$ cat config.mk
export PLATFORM = sky130hd
export DESIGN_NAME = gfx_engine
export DESIGN_NICKNAME = d
export VERILOG_FILES = /design/src/source/gfx_pkg.sv /design/src/source/bg_fetch.sv /design/src/source/gfx_engine.sv /design/src/source/pixel_mixer.sv /design/src/source/sprite_unit.sv
export SDC_FILE = /design/constraint.sdc
export NUM_CORES = 1
export LEC_CHECK = 0
export BUFFER_PORTS_ARGS = -buffer_cell sky130_fd_sc_hd__buf_4
export CAP_MARGIN = 20
export CORE_ASPECT_RATIO = 0.6
export CORE_MARGIN = 8
export CORE_UTILIZATION = 26
export DETAILED_ROUTE_END_ITERATION = 8
export PLACE_DENSITY_LB_ADDON = 0.12
export SLEW_MARGIN = 25
export SYNTH_ARGS = -nofsm -noshare
export SYNTH_HDL_FRONTEND = slang
export SYNTH_SLANG_ARGS = --single-unit
$ cat constraint.sdc
create_clock -name clk -period 4.2 [get_ports clk]
set_clock_uncertainty 0.15 [all_clocks]
set_input_delay 0.84 -clock clk [delete_from_list [all_inputs] [get_ports clk]]
set_output_delay 0.84 -clock clk [all_outputs]
set_load 0.01 [all_outputs]
$ cat src/source/gfx_pkg.sv
// Widths, register map and pixel types for the graphics pixel path
// One VRAM word covers a 4x4 screen block, decoded as RGB565 or as two gray bytes
// Register data wider than a field is truncated on write

package gfx_pkg;

  localparam int screen_x_width  = 10;
  localparam int screen_y_width  = 10;
  localparam int vram_addr_width = 16; // {y[9:2], x[9:2]}
  localparam int vram_data_width = 16;
  localparam int reg_addr_width  = 3;
  localparam int reg_data_width  = 16;
  localparam int rgb_depth       = 18;
  localparam int channel_width   = rgb_depth / 3; // 6:6:6

  // Register map
  localparam logic [reg_addr_width-1:0] reg_sprite_x     = 3'd0;
  localparam logic [reg_addr_width-1:0] reg_sprite_y     = 3'd1;
  localparam logic [reg_addr_width-1:0] reg_sprite_w     = 3'd2;
  localparam logic [reg_addr_width-1:0] reg_sprite_h     = 3'd3;
  localparam logic [reg_addr_width-1:0] reg_sprite_color = 3'd4; // RGB565
  localparam logic [reg_addr_width-1:0] reg_control      = 3'd5;

  // Bits of the control register
  localparam int ctrl_sprite_enable = 0;
  localparam int ctrl_gray_mode     = 1;

  // Scan position from the video timing generator
  typedef struct packed {
    logic [screen_x_width-1:0] x;
    logic [screen_y_width-1:0] y;
    logic                      hblank;
    logic                      vblank;
  } coord_t;

  typedef struct packed {
    logic                      wr;   // One-cycle strobe
    logic [reg_addr_width-1:0] addr;
    logic [reg_data_width-1:0] data;
  } reg_write_t;

  typedef struct packed {
    logic [4:0] r5;
    logic [5:0] g6;
    logic [4:0] b5;
  } rgb565_t;

  typedef struct packed {
    logic [7:0] left_gray;  // Pixels with x[1] == 0
    logic [7:0] right_gray; // Pixels with x[1] == 1
  } gray_pair_t;

  // Same VRAM word, two decodes
  typedef union packed {
    rgb565_t    rgb;
    gray_pair_t gray;
  } vram_word_u;

  typedef struct packed {
    logic [channel_width-1:0] r;
    logic [channel_width-1:0] g;
    logic [channel_width-1:0] b;
  } rgb666_t;

  // Per-layer pixel handed to the mixer
  typedef struct packed {
    logic    opaque;
    rgb666_t color;
    logic    blank;
  } layer_pixel_t;

  // Red and blue get their top bit repeated, green passes
  function automatic rgb666_t widen_565(rgb565_t c);
    rgb666_t w;
    w.r = {c.r5, c.r5[4]};
    w.g = c.g6;
    w.b = {c.b5, c.b5[4]};
    return w;
  endfunction

endpackage

$ cat src/source/bg_fetch.sv
// Background layer, one VRAM read per visible pixel, data expected one cycle later
// vram_rd_n follows the blanking flags combinationally and is not gated by reset

`timescale 1ns/10ps

module bg_fetch (
  input  logic                                 clk,
  input  logic                                 rst_n,
  input  gfx_pkg::coord_t                      coord,
  input  gfx_pkg::reg_write_t                  reg_write,
  output logic [gfx_pkg::vram_addr_width-1:0]  vram_addr,
  output logic                                 vram_rd_n,
  input  gfx_pkg::vram_word_u                  vram_data,
  output gfx_pkg::layer_pixel_t                bg_pixel
);

  logic             gray_mode;  // Control register bit
  logic             gray_mode_d; // Mode seen by the pixel in flight
  logic             x_bit1_d;   // Left or right half of the block
  logic             blank_d;
  logic [7:0]       gray_level;
  gfx_pkg::rgb666_t pix_color;

  // One word per 4x4 block
  assign vram_addr = {coord.y[gfx_pkg::screen_y_width-1:2],
                      coord.x[gfx_pkg::screen_x_width-1:2]};
  assign vram_rd_n = coord.hblank | coord.vblank; // Read only while visible

  // Owns only the gray-mode bit of the control register
  always_ff @(posedge clk) begin
    if (!rst_n) begin
      gray_mode <= 1'b0;
    end else if (reg_write.wr && reg_write.addr == gfx_pkg::reg_control) begin
      gray_mode <= reg_write.data[gfx_pkg::ctrl_gray_mode];
    end
  end

  // Side info lined up with the word VRAM returns next cycle
  always_ff @(posedge clk) begin
    if (!rst_n) begin
      gray_mode_d <= 1'b0;
      x_bit1_d    <= 1'b0;
      blank_d     <= 1'b1;
    end else begin
      gray_mode_d <= gray_mode;
      x_bit1_d    <= coord.x[1];
      blank_d     <= coord.hblank | coord.vblank;
    end
  end

  // Two ways to read the same word
  assign gray_level = x_bit1_d ? vram_data.gray.right_gray : vram_data.gray.left_gray;

  always_comb begin
    if (gray_mode_d) begin
      pix_color.r = gray_level[7:2]; // Top six bits everywhere
      pix_color.g = gray_level[7:2];
      pix_color.b = gray_level[7:2];
    end else begin
      pix_color = gfx_pkg::widen_565(vram_data.rgb);
    end
  end

  always_ff @(posedge clk) begin
    if (!rst_n) begin
      bg_pixel <= '{opaque: 1'b1, color: '0, blank: 1'b1};
    end else begin
      bg_pixel.opaque <= 1'b1; // Background always covers
      bg_pixel.color  <= pix_color;
      bg_pixel.blank  <= blank_d;
    end
  end

endmodule

$ cat src/source/gfx_engine.sv
// Pixel path top level, fixed 3-cycle latency from coordinate to rgb_out
// Expects a synchronous-read VRAM with one cycle of read latency

`timescale 1ns/10ps

module gfx_engine (
  input  logic                                 clk,
  input  logic                                 rst_n,
  input  gfx_pkg::coord_t                      coord,     // From video timing
  input  gfx_pkg::reg_write_t                  reg_write,
  output logic [gfx_pkg::vram_addr_width-1:0]  vram_addr,
  output logic                                 vram_rd_n, // Active low
  input  logic [gfx_pkg::vram_data_width-1:0]  vram_data,
  output gfx_pkg::rgb666_t                     rgb_out
);

  // Layer outputs, both valid after edge 2
  gfx_pkg::layer_pixel_t bg_pixel;
  gfx_pkg::layer_pixel_t sprite_pixel;

  // Background fetch and decode
  bg_fetch bg_fetch_inst (
    .clk       (clk),
    .rst_n     (rst_n),
    .coord     (coord),
    .reg_write (reg_write),
    .vram_addr (vram_addr),
    .vram_rd_n (vram_rd_n),
    .vram_data (vram_data), // Same width as the union
    .bg_pixel  (bg_pixel)
  );

  // Sprite runs alongside the fetch
  sprite_unit sprite_unit_inst (
    .clk          (clk),
    .rst_n        (rst_n),
    .coord        (coord),
    .reg_write    (reg_write),
    .sprite_pixel (sprite_pixel)
  );

  // Final merge and output register
  pixel_mixer pixel_mixer_inst (
    .clk          (clk),
    .rst_n        (rst_n),
    .bg_pixel     (bg_pixel),
    .sprite_pixel (sprite_pixel),
    .rgb_out      (rgb_out)
  );

endmodule

$ cat src/source/pixel_mixer.sv
// Sprite over background with blanking forcing black
// Blank comes from the background side only

`timescale 1ns/10ps

module pixel_mixer (
  input  logic                  clk,
  input  logic                  rst_n,
  input  gfx_pkg::layer_pixel_t bg_pixel,
  input  gfx_pkg::layer_pixel_t sprite_pixel,
  output gfx_pkg::rgb666_t      rgb_out
);

  gfx_pkg::rgb666_t mix_color;

  // Blank first, then sprite, then background
  always_comb begin
    if (bg_pixel.blank) begin
      mix_color = '0;
    end else if (sprite_pixel.opaque) begin
      mix_color = sprite_pixel.color; // Sprite on top
    end else begin
      mix_color = bg_pixel.color;
    end
  end

  // Output register is the third pipeline stage
  always_ff @(posedge clk) begin
    if (!rst_n) begin
      rgb_out <= '0;
    end else begin
      rgb_out <= mix_color;
    end
  end

endmodule

$ cat src/source/sprite_unit.sv
// Single solid-color rectangle with the hit test in two register stages to match bg_fetch
// Zero width or height never hits; rectangle may run past the screen edge

`timescale 1ns/10ps

module sprite_unit (
  input  logic                  clk,
  input  logic                  rst_n,
  input  gfx_pkg::coord_t       coord,
  input  gfx_pkg::reg_write_t   reg_write,
  output gfx_pkg::layer_pixel_t sprite_pixel
);

  logic [gfx_pkg::screen_x_width-1:0] sprite_x;
  logic [gfx_pkg::screen_y_width-1:0] sprite_y;
  logic [gfx_pkg::screen_x_width-1:0] sprite_w;
  logic [gfx_pkg::screen_y_width-1:0] sprite_h;
  gfx_pkg::rgb565_t                   sprite_color;
  logic                               sprite_en;

  logic [gfx_pkg::screen_x_width:0]   x_end; // One extra bit so the sum never wraps
  logic [gfx_pkg::screen_y_width:0]   y_end;
  logic                               in_x;
  logic                               in_y;
  logic                               hit;

  logic                               hit_1; // Stage 1
  logic                               blank_1;
  gfx_pkg::rgb666_t                   color_1;

  // Sprite side of the register file
  always_ff @(posedge clk) begin
    if (!rst_n) begin
      sprite_x     <= '0;
      sprite_y     <= '0;
      sprite_w     <= '0;
      sprite_h     <= '0;
      sprite_color <= '0;
      sprite_en    <= 1'b0;
    end else if (reg_write.wr) begin
      case (reg_write.addr)
        gfx_pkg::reg_sprite_x:     sprite_x     <= reg_write.data[gfx_pkg::screen_x_width-1:0];
        gfx_pkg::reg_sprite_y:     sprite_y     <= reg_write.data[gfx_pkg::screen_y_width-1:0];
        gfx_pkg::reg_sprite_w:     sprite_w     <= reg_write.data[gfx_pkg::screen_x_width-1:0];
        gfx_pkg::reg_sprite_h:     sprite_h     <= reg_write.data[gfx_pkg::screen_y_width-1:0];
        gfx_pkg::reg_sprite_color: sprite_color <= reg_write.data;
        gfx_pkg::reg_control:      sprite_en    <= reg_write.data[gfx_pkg::ctrl_sprite_enable];
        default: ;                 // Not ours
      endcase
    end
  end

  // Half-open ranges [x, x+w) and [y, y+h)
  assign x_end = {1'b0, sprite_x} + {1'b0, sprite_w};
  assign y_end = {1'b0, sprite_y} + {1'b0, sprite_h};
  assign in_x  = (coord.x >= sprite_x) && ({1'b0, coord.x} < x_end);
  assign in_y  = (coord.y >= sprite_y) && ({1'b0, coord.y} < y_end);
  assign hit   = sprite_en && in_x && in_y;

  always_ff @(posedge clk) begin
    if (!rst_n) begin
      hit_1        <= 1'b0;
      blank_1      <= 1'b1;
      sprite_pixel <= '{opaque: 1'b0, color: '0, blank: 1'b1};
    end else begin
      hit_1              <= hit;
      blank_1            <= coord.hblank | coord.vblank;
      sprite_pixel.opaque <= hit_1; // Extra stage for the VRAM cycle
      sprite_pixel.blank  <= blank_1;
      sprite_pixel.color  <= color_1;
    end
  end

  // Widened color in step with hit_1
  always_ff @(posedge clk) begin
    color_1 <= gfx_pkg::widen_565(sprite_color);
  end

endmodule

==> impl_metrics.prom <==
# TYPE chip_impl_metric gauge
chip_impl_info{name="timing.critical_path.cells",value="ha_1 > fa_1 > a21oi_1 > o211ai_2 > nor4_1 > nor3_2 > xnor2_1 > ha_1 > a2111oi_0 > o21ai_0 > nor2_1 > a311oi_1 > nor4_1"} 1
chip_impl_metric{name="report.final.hold_viol_count",unit=""} 0
chip_impl_metric{name="async_flop_share",unit="%"} 0
chip_impl_metric{name="timing.slew.headroom",unit="%"} 42.6
chip_impl_metric{name="die_span_in_y",unit="um"} 135
chip_impl_metric{name="grt_start_max_net_pins",unit=""} 55
chip_impl_info{name="worst_r2r_startpoint",value="sprite_unit_inst.sprite_h[0]$_SDFFE_PN0P_"} 1
chip_impl_metric{name="drtPass1Iterations",unit=""} 7
chip_impl_metric{name="timing.max_cap.violations",unit=""} 0
chip_impl_metric{name="io_buffers",unit=""} 94
chip_impl_metric{name="synth-seq-cells",unit=""} 132
chip_impl_metric{name="p_clk_share",unit="%"} 51.2
chip_impl_info{name="critical_path.reg2reg.endpoint",value="sprite_unit_inst.hit_1$_SDFF_PN0_"} 1
chip_impl_metric{name="pwr-share-seq",unit="%"} 40.9
chip_impl_metric{name="core",unit="sq um"} 23100
chip_impl_metric{name="power.internal",unit="mW"} 2.46
chip_impl_metric{name="net-switching-power",unit="uW"} 714
chip_impl_metric{name="route.detailed.drc",unit=""} 0
chip_impl_metric{name="detailed_place.area",unit="sq um"} 7050
chip_impl_info{name="synth_top_cells_by_count",value="139 x sky130_fd_sc_hd__nand2_1, 132 x sky130_fd_sc_hd__dfxtp_1, 64 x sky130_fd_sc_hd__a21boi_0"} 1
chip_impl_metric{name="via_per_inst",unit=""} 4.39
chip_impl_metric{name="antenna_violating_nets_post_route",unit=""} 0
chip_impl_metric{name="ff_latch_area",unit="sq um"} 2640
chip_impl_metric{name="cts.sinks",unit=""} 132
chip_impl_metric{name="use_met1",unit="%"} 16.0
chip_impl_metric{name="initial_antenna_violation_count",unit=""} 0
chip_impl_metric{name="initial_utilization",unit="%"} 26.6
chip_impl_info{name="cp_slowest_cell",value="sky130_fd_sc_hd__fa_1"} 1
chip_impl_info{name="synth_most_common_cell",value="sky130_fd_sc_hd__nand2_1"} 1
chip_impl_metric{name="timing.critical_path.arrival",unit="ps"} 3570
chip_impl_metric{name="grt_pass1_vias",unit=""} 5030
chip_impl_metric{name="cts_htree_levels",unit=""} 4
chip_impl_info{name="yosysTopAreaCell",value="sky130_fd_sc_hd__dfxtp_1"} 1
chip_impl_metric{name="drv_slew",unit=""} 0
chip_impl_info{name="holdCritPathClass",value="flip-flop to flip-flop"} 1
chip_impl_metric{name="seq_area_frac_synth",unit="%"} 43.0
chip_impl_metric{name="grt_use_met2",unit="%"} 17.7
chip_impl_metric{name="leakage",unit="nW"} 3.01
chip_impl_metric{name="synth.lib_cells_used.distinct",unit=""} 41
chip_impl_info{name="synthFlopType",value="sky130_fd_sc_hd__dfxtp_1"} 1
chip_impl_info{name="tritoncts",value="built"} 1
chip_impl_info{name="cts_root_buffer",value="sky130_fd_sc_hd__clkbuf_16"} 1
chip_impl_info{name="min_delay_worst_endpoint",value="sprite_unit_inst.color_1[15]$_DFF_P_"} 1
chip_impl_metric{name="synth.top_cell.area_share",unit="%"} 43.0
chip_impl_metric{name="clockBufferDepth",unit=""} 2
chip_impl_metric{name="post-route-period-util",unit="%"} 81.0
chip_impl_metric{name="routing_usage_on_met3",unit="%"} 3.35
chip_impl_info{name="min_from",value="sprite_unit_inst.sprite_color[13]$_SDFFE_PN0P_"} 1
chip_impl_metric{name="antenna_cells",unit=""} 0
chip_impl_metric{name="yosys_warnings",unit=""} 0
chip_impl_metric{name="number_of_setup_violations_in_the_final_report",unit=""} 0
chip_impl_metric{name="placement_setup_slack",unit="ps"} 771
chip_impl_metric{name="timing.fmax",unit="MHz"} 294
chip_impl_metric{name="post-layout-total-power",unit="mW"} 3.17
chip_impl_metric{name="combined_area_of_the_multi_input_logic_cells",unit="sq um"} 3190
chip_impl_metric{name="detailroute.via_count",unit=""} 4780
chip_impl_metric{name="post_synth.cell_area_avg",unit="sq um"} 9.00
chip_impl_metric{name="r2r_cells",unit=""} 13
chip_impl_metric{name="die_w",unit="um"} 214
chip_impl_metric{name="die_footprint",unit="sq um"} 29000
chip_impl_metric{name="cts_buf_count",unit=""} 17
chip_impl_metric{name="final.min_clock_period",unit="ps"} 3400
chip_impl_info{name="synth_area_leaders",value="sky130_fd_sc_hd__dfxtp_1 43%, sky130_fd_sc_hd__ha_1 12%, sky130_fd_sc_hd__nand2_1 8.5%"} 1
chip_impl_metric{name="wire_length_of_the_first_global_routing_pass",unit="um"} 26900
chip_impl_metric{name="totalNegativeSetupSlack",unit="ps"} 0
chip_impl_metric{name="dpl_wire_length",unit="um"} 12900
chip_impl_metric{name="synth_nets",unit=""} 803
chip_impl_metric{name="critical_path_depth",unit=""} 13
chip_impl_metric{name="r2r_slack",unit="ps"} 800
chip_impl_info{name="global_route.peak_usage_layer",value="met2"} 1
chip_impl_metric{name="overflow_left_after_global_routing",unit=""} 0
chip_impl_metric{name="row_count",unit=""} 43
chip_impl_metric{name="final_cell_area",unit="sq um"} 7710
chip_impl_metric{name="count_of_boundary_i_o_pins",unit=""} 95
chip_impl_metric{name="drt-total-wl",unit="um"} 16500
chip_impl_metric{name="critical_path.max_fanout",unit=""} 2
chip_impl_metric{name="filler_cell_count",unit=""} 2472
chip_impl_metric{name="worstHoldPathCells",unit=""} 0
chip_impl_metric{name="syn_inst_count",unit=""} 683
chip_impl_metric{name="slack_of_the_critical_path",unit="ps"} 800
chip_impl_info{name="timing.critical_path.max_delay_family",value="compound AO/OA/AOI/OAI gates"} 1
chip_impl_info{name="outcome",value="finished clean"} 1
chip_impl_metric{name="final_core_util",unit="%"} 33.3
chip_impl_info{name="endpoint_kind",value="flip-flop"} 1
chip_impl_metric{name="vdd.ir_drop.worst",unit="uV"} 311
chip_impl_metric{name="track_usage",unit="%"} 11.7
chip_impl_metric{name="synth_enable_flop_cells",unit=""} 0
chip_impl_metric{name="timing.critical_path.required",unit="ps"} 4370
chip_impl_metric{name="pwr_density_cell",unit="nW/um^2"} 411
chip_impl_metric{name="cts_clock_pin_slew_for_the_worst_setup_and_hold_paths",unit="ps"} 60
chip_impl_metric{name="cts_resized",unit=""} 0
chip_impl_metric{name="tightestPinTransition",unit="ps"} 861
chip_impl_info{name="setup_repair_after_global_routing_missed_its_margin",value="no"} 1
chip_impl_metric{name="postCtsHoldBufs",unit=""} 0
chip_impl_metric{name="power.share.combinational",unit="%"} 7.9
chip_impl_metric{name="critical-path-max-stage-delay",unit="ps"} 410
chip_impl_metric{name="drt_iter0_markers",unit=""} 174
chip_impl_metric{name="final_net_count",unit=""} 881
chip_impl_metric{name="area_growth",unit="%"} 25.4
chip_impl_metric{name="clock_latency",unit="ps"} 410
chip_impl_metric{name="post_cts_buffers",unit=""} 0
chip_impl_metric{name="power_switching_share",unit="%"} 22.5
chip_impl_info{name="timing_worst_setup_path_type",value="flip-flop to flip-flop"} 1
chip_impl_metric{name="syn-cell-area",unit="sq um"} 6150
chip_impl_metric{name="gpl_congestion",unit=""} 0.820
chip_impl_metric{name="path_buf_inv",unit=""} 0
chip_impl_metric{name="drive_gt1_share",unit="%"} 17.7
chip_impl_info{name="critPathLaunchType",value="flip-flop"} 1
chip_impl_metric{name="avgRoutedWirePerCell",unit="um"} 15.1
==> per-layer routing <==
layer / vias up / share of wire [%]
li1: 2444 / -
met1: 2228 / 51
met2: 92 / 43
met3: 16 / 4.8
met4: 0 / 1.1
met5: - / 0
==> how the worst max path moves through the flow <==
stage / endpoint / startpoint / slack [ps]
2_1_floorplan: sprite_unit_inst.hit_1$_SDFF_PN0_ / sprite_unit_inst.sprite_h[0]$_SDFFE_PN0P_ / 1230
3_3_place_gp: sprite_unit_inst.hit_1$_SDFF_PN0_ / sprite_unit_inst.sprite_y[0]$_SDFFE_PN0P_ / 930
3_5_place_dp: sprite_unit_inst.hit_1$_SDFF_PN0_ / sprite_unit_inst.sprite_h[0]$_SDFFE_PN0P_ / 770
4_1_cts: sprite_unit_inst.hit_1$_SDFF_PN0_ / sprite_unit_inst.sprite_h[0]$_SDFFE_PN0P_ / 760
5_1_grt: sprite_unit_inst.hit_1$_SDFF_PN0_ / sprite_unit_inst.sprite_h[0]$_SDFFE_PN0P_ / 480
6_report: sprite_unit_inst.hit_1$_SDFF_PN0_ / sprite_unit_inst.sprite_h[0]$_SDFFE_PN0P_ / 800
==> sequential cells by signal, summed over array words and instances, names as in the netlist, 10 cells and up <==
register and cells:
bg_fetch_inst.bg_pixel 19, pixel_mixer_inst.rgb_out 18, sprite_unit_inst.sprite_pixel 17, sprite_unit_inst.color_1 16, sprite_unit_inst.sprite_color 16, sprite_unit_inst.sprite_h 10
sprite_unit_inst.sprite_w 10, sprite_unit_inst.sprite_x 10, sprite_unit_inst.sprite_y 10
==> cells in the final DEF, fill, tap and decap left out, drive strengths merged, types with 3 or more instances in the layout <==
master and count:
nand2 139, dfxtp 132, buf 95, a21boi 66, ha 58, nor2 35
inv 33, a21oi 26, mux2i 22, and2 20, o21a 17, nand3 17
clkbuf 17, o21ai 15, nand2b 12, xnor2 9, nor2b 8, nor3 8
xor2 7, bufinv 5, a2111oi 5, clkinvlp 4, clkinv 4, o21bai 3
nor4 3, o211ai 3
==> cell type report <==
type                            instances  share of cell area, %
Sequential cell                       132                   34.3
Tap cell                              315                   5.11
Inverter                               31                   1.51
Timing Repair Buffer                   95                   9.25
Multi-Input combinational cell        484                   41.3
Clock inverter                         15                   2.97
Clock buffer                           17                   5.52
==> power by group through the flow <==
stage / combinational [mW] / sequential, mW / clock [mW]
4_1_cts: 0.256 / 1.30 / 1.67
6_report: 0.250 / 1.30 / 1.62
3_3_place_gp: 0.248 / 1.32 / 0
5_1_grt: 0.284 / 1.30 / 1.73
2_1_floorplan: 0.142 / 1.32 / 0
3_5_place_dp: 0.254 / 1.32 / 0
==> kinds of logic after synthesis <==
group | after synthesis | synth area share [%]
multiplexers | 22 | 3.58
flip-flops | 132 | 43.0
adder cells (fa/ha/maj) | 60 | 12.5
AO/OA/AOI/OAI | 141 | 15.9
AND/OR/NAND/NOR | 245 | 17.6
XOR/XNOR | 16 | 2.28
buffers and inverters | 67 | 5.17
==> stage by stage <==
| step | hold WS (ps) | instances |
|---|---|---|
| after detailed placement | 192 | 1057 |
| after CTS | 204 | 1089 |
| final | 202 | 1089 |
| after global placement | 186 | 1057 |
| after floorplan | 181 | 683 |
| after global routing | 207 | 1089 |
No activity file was read; power rests on OpenSTA's default activity.
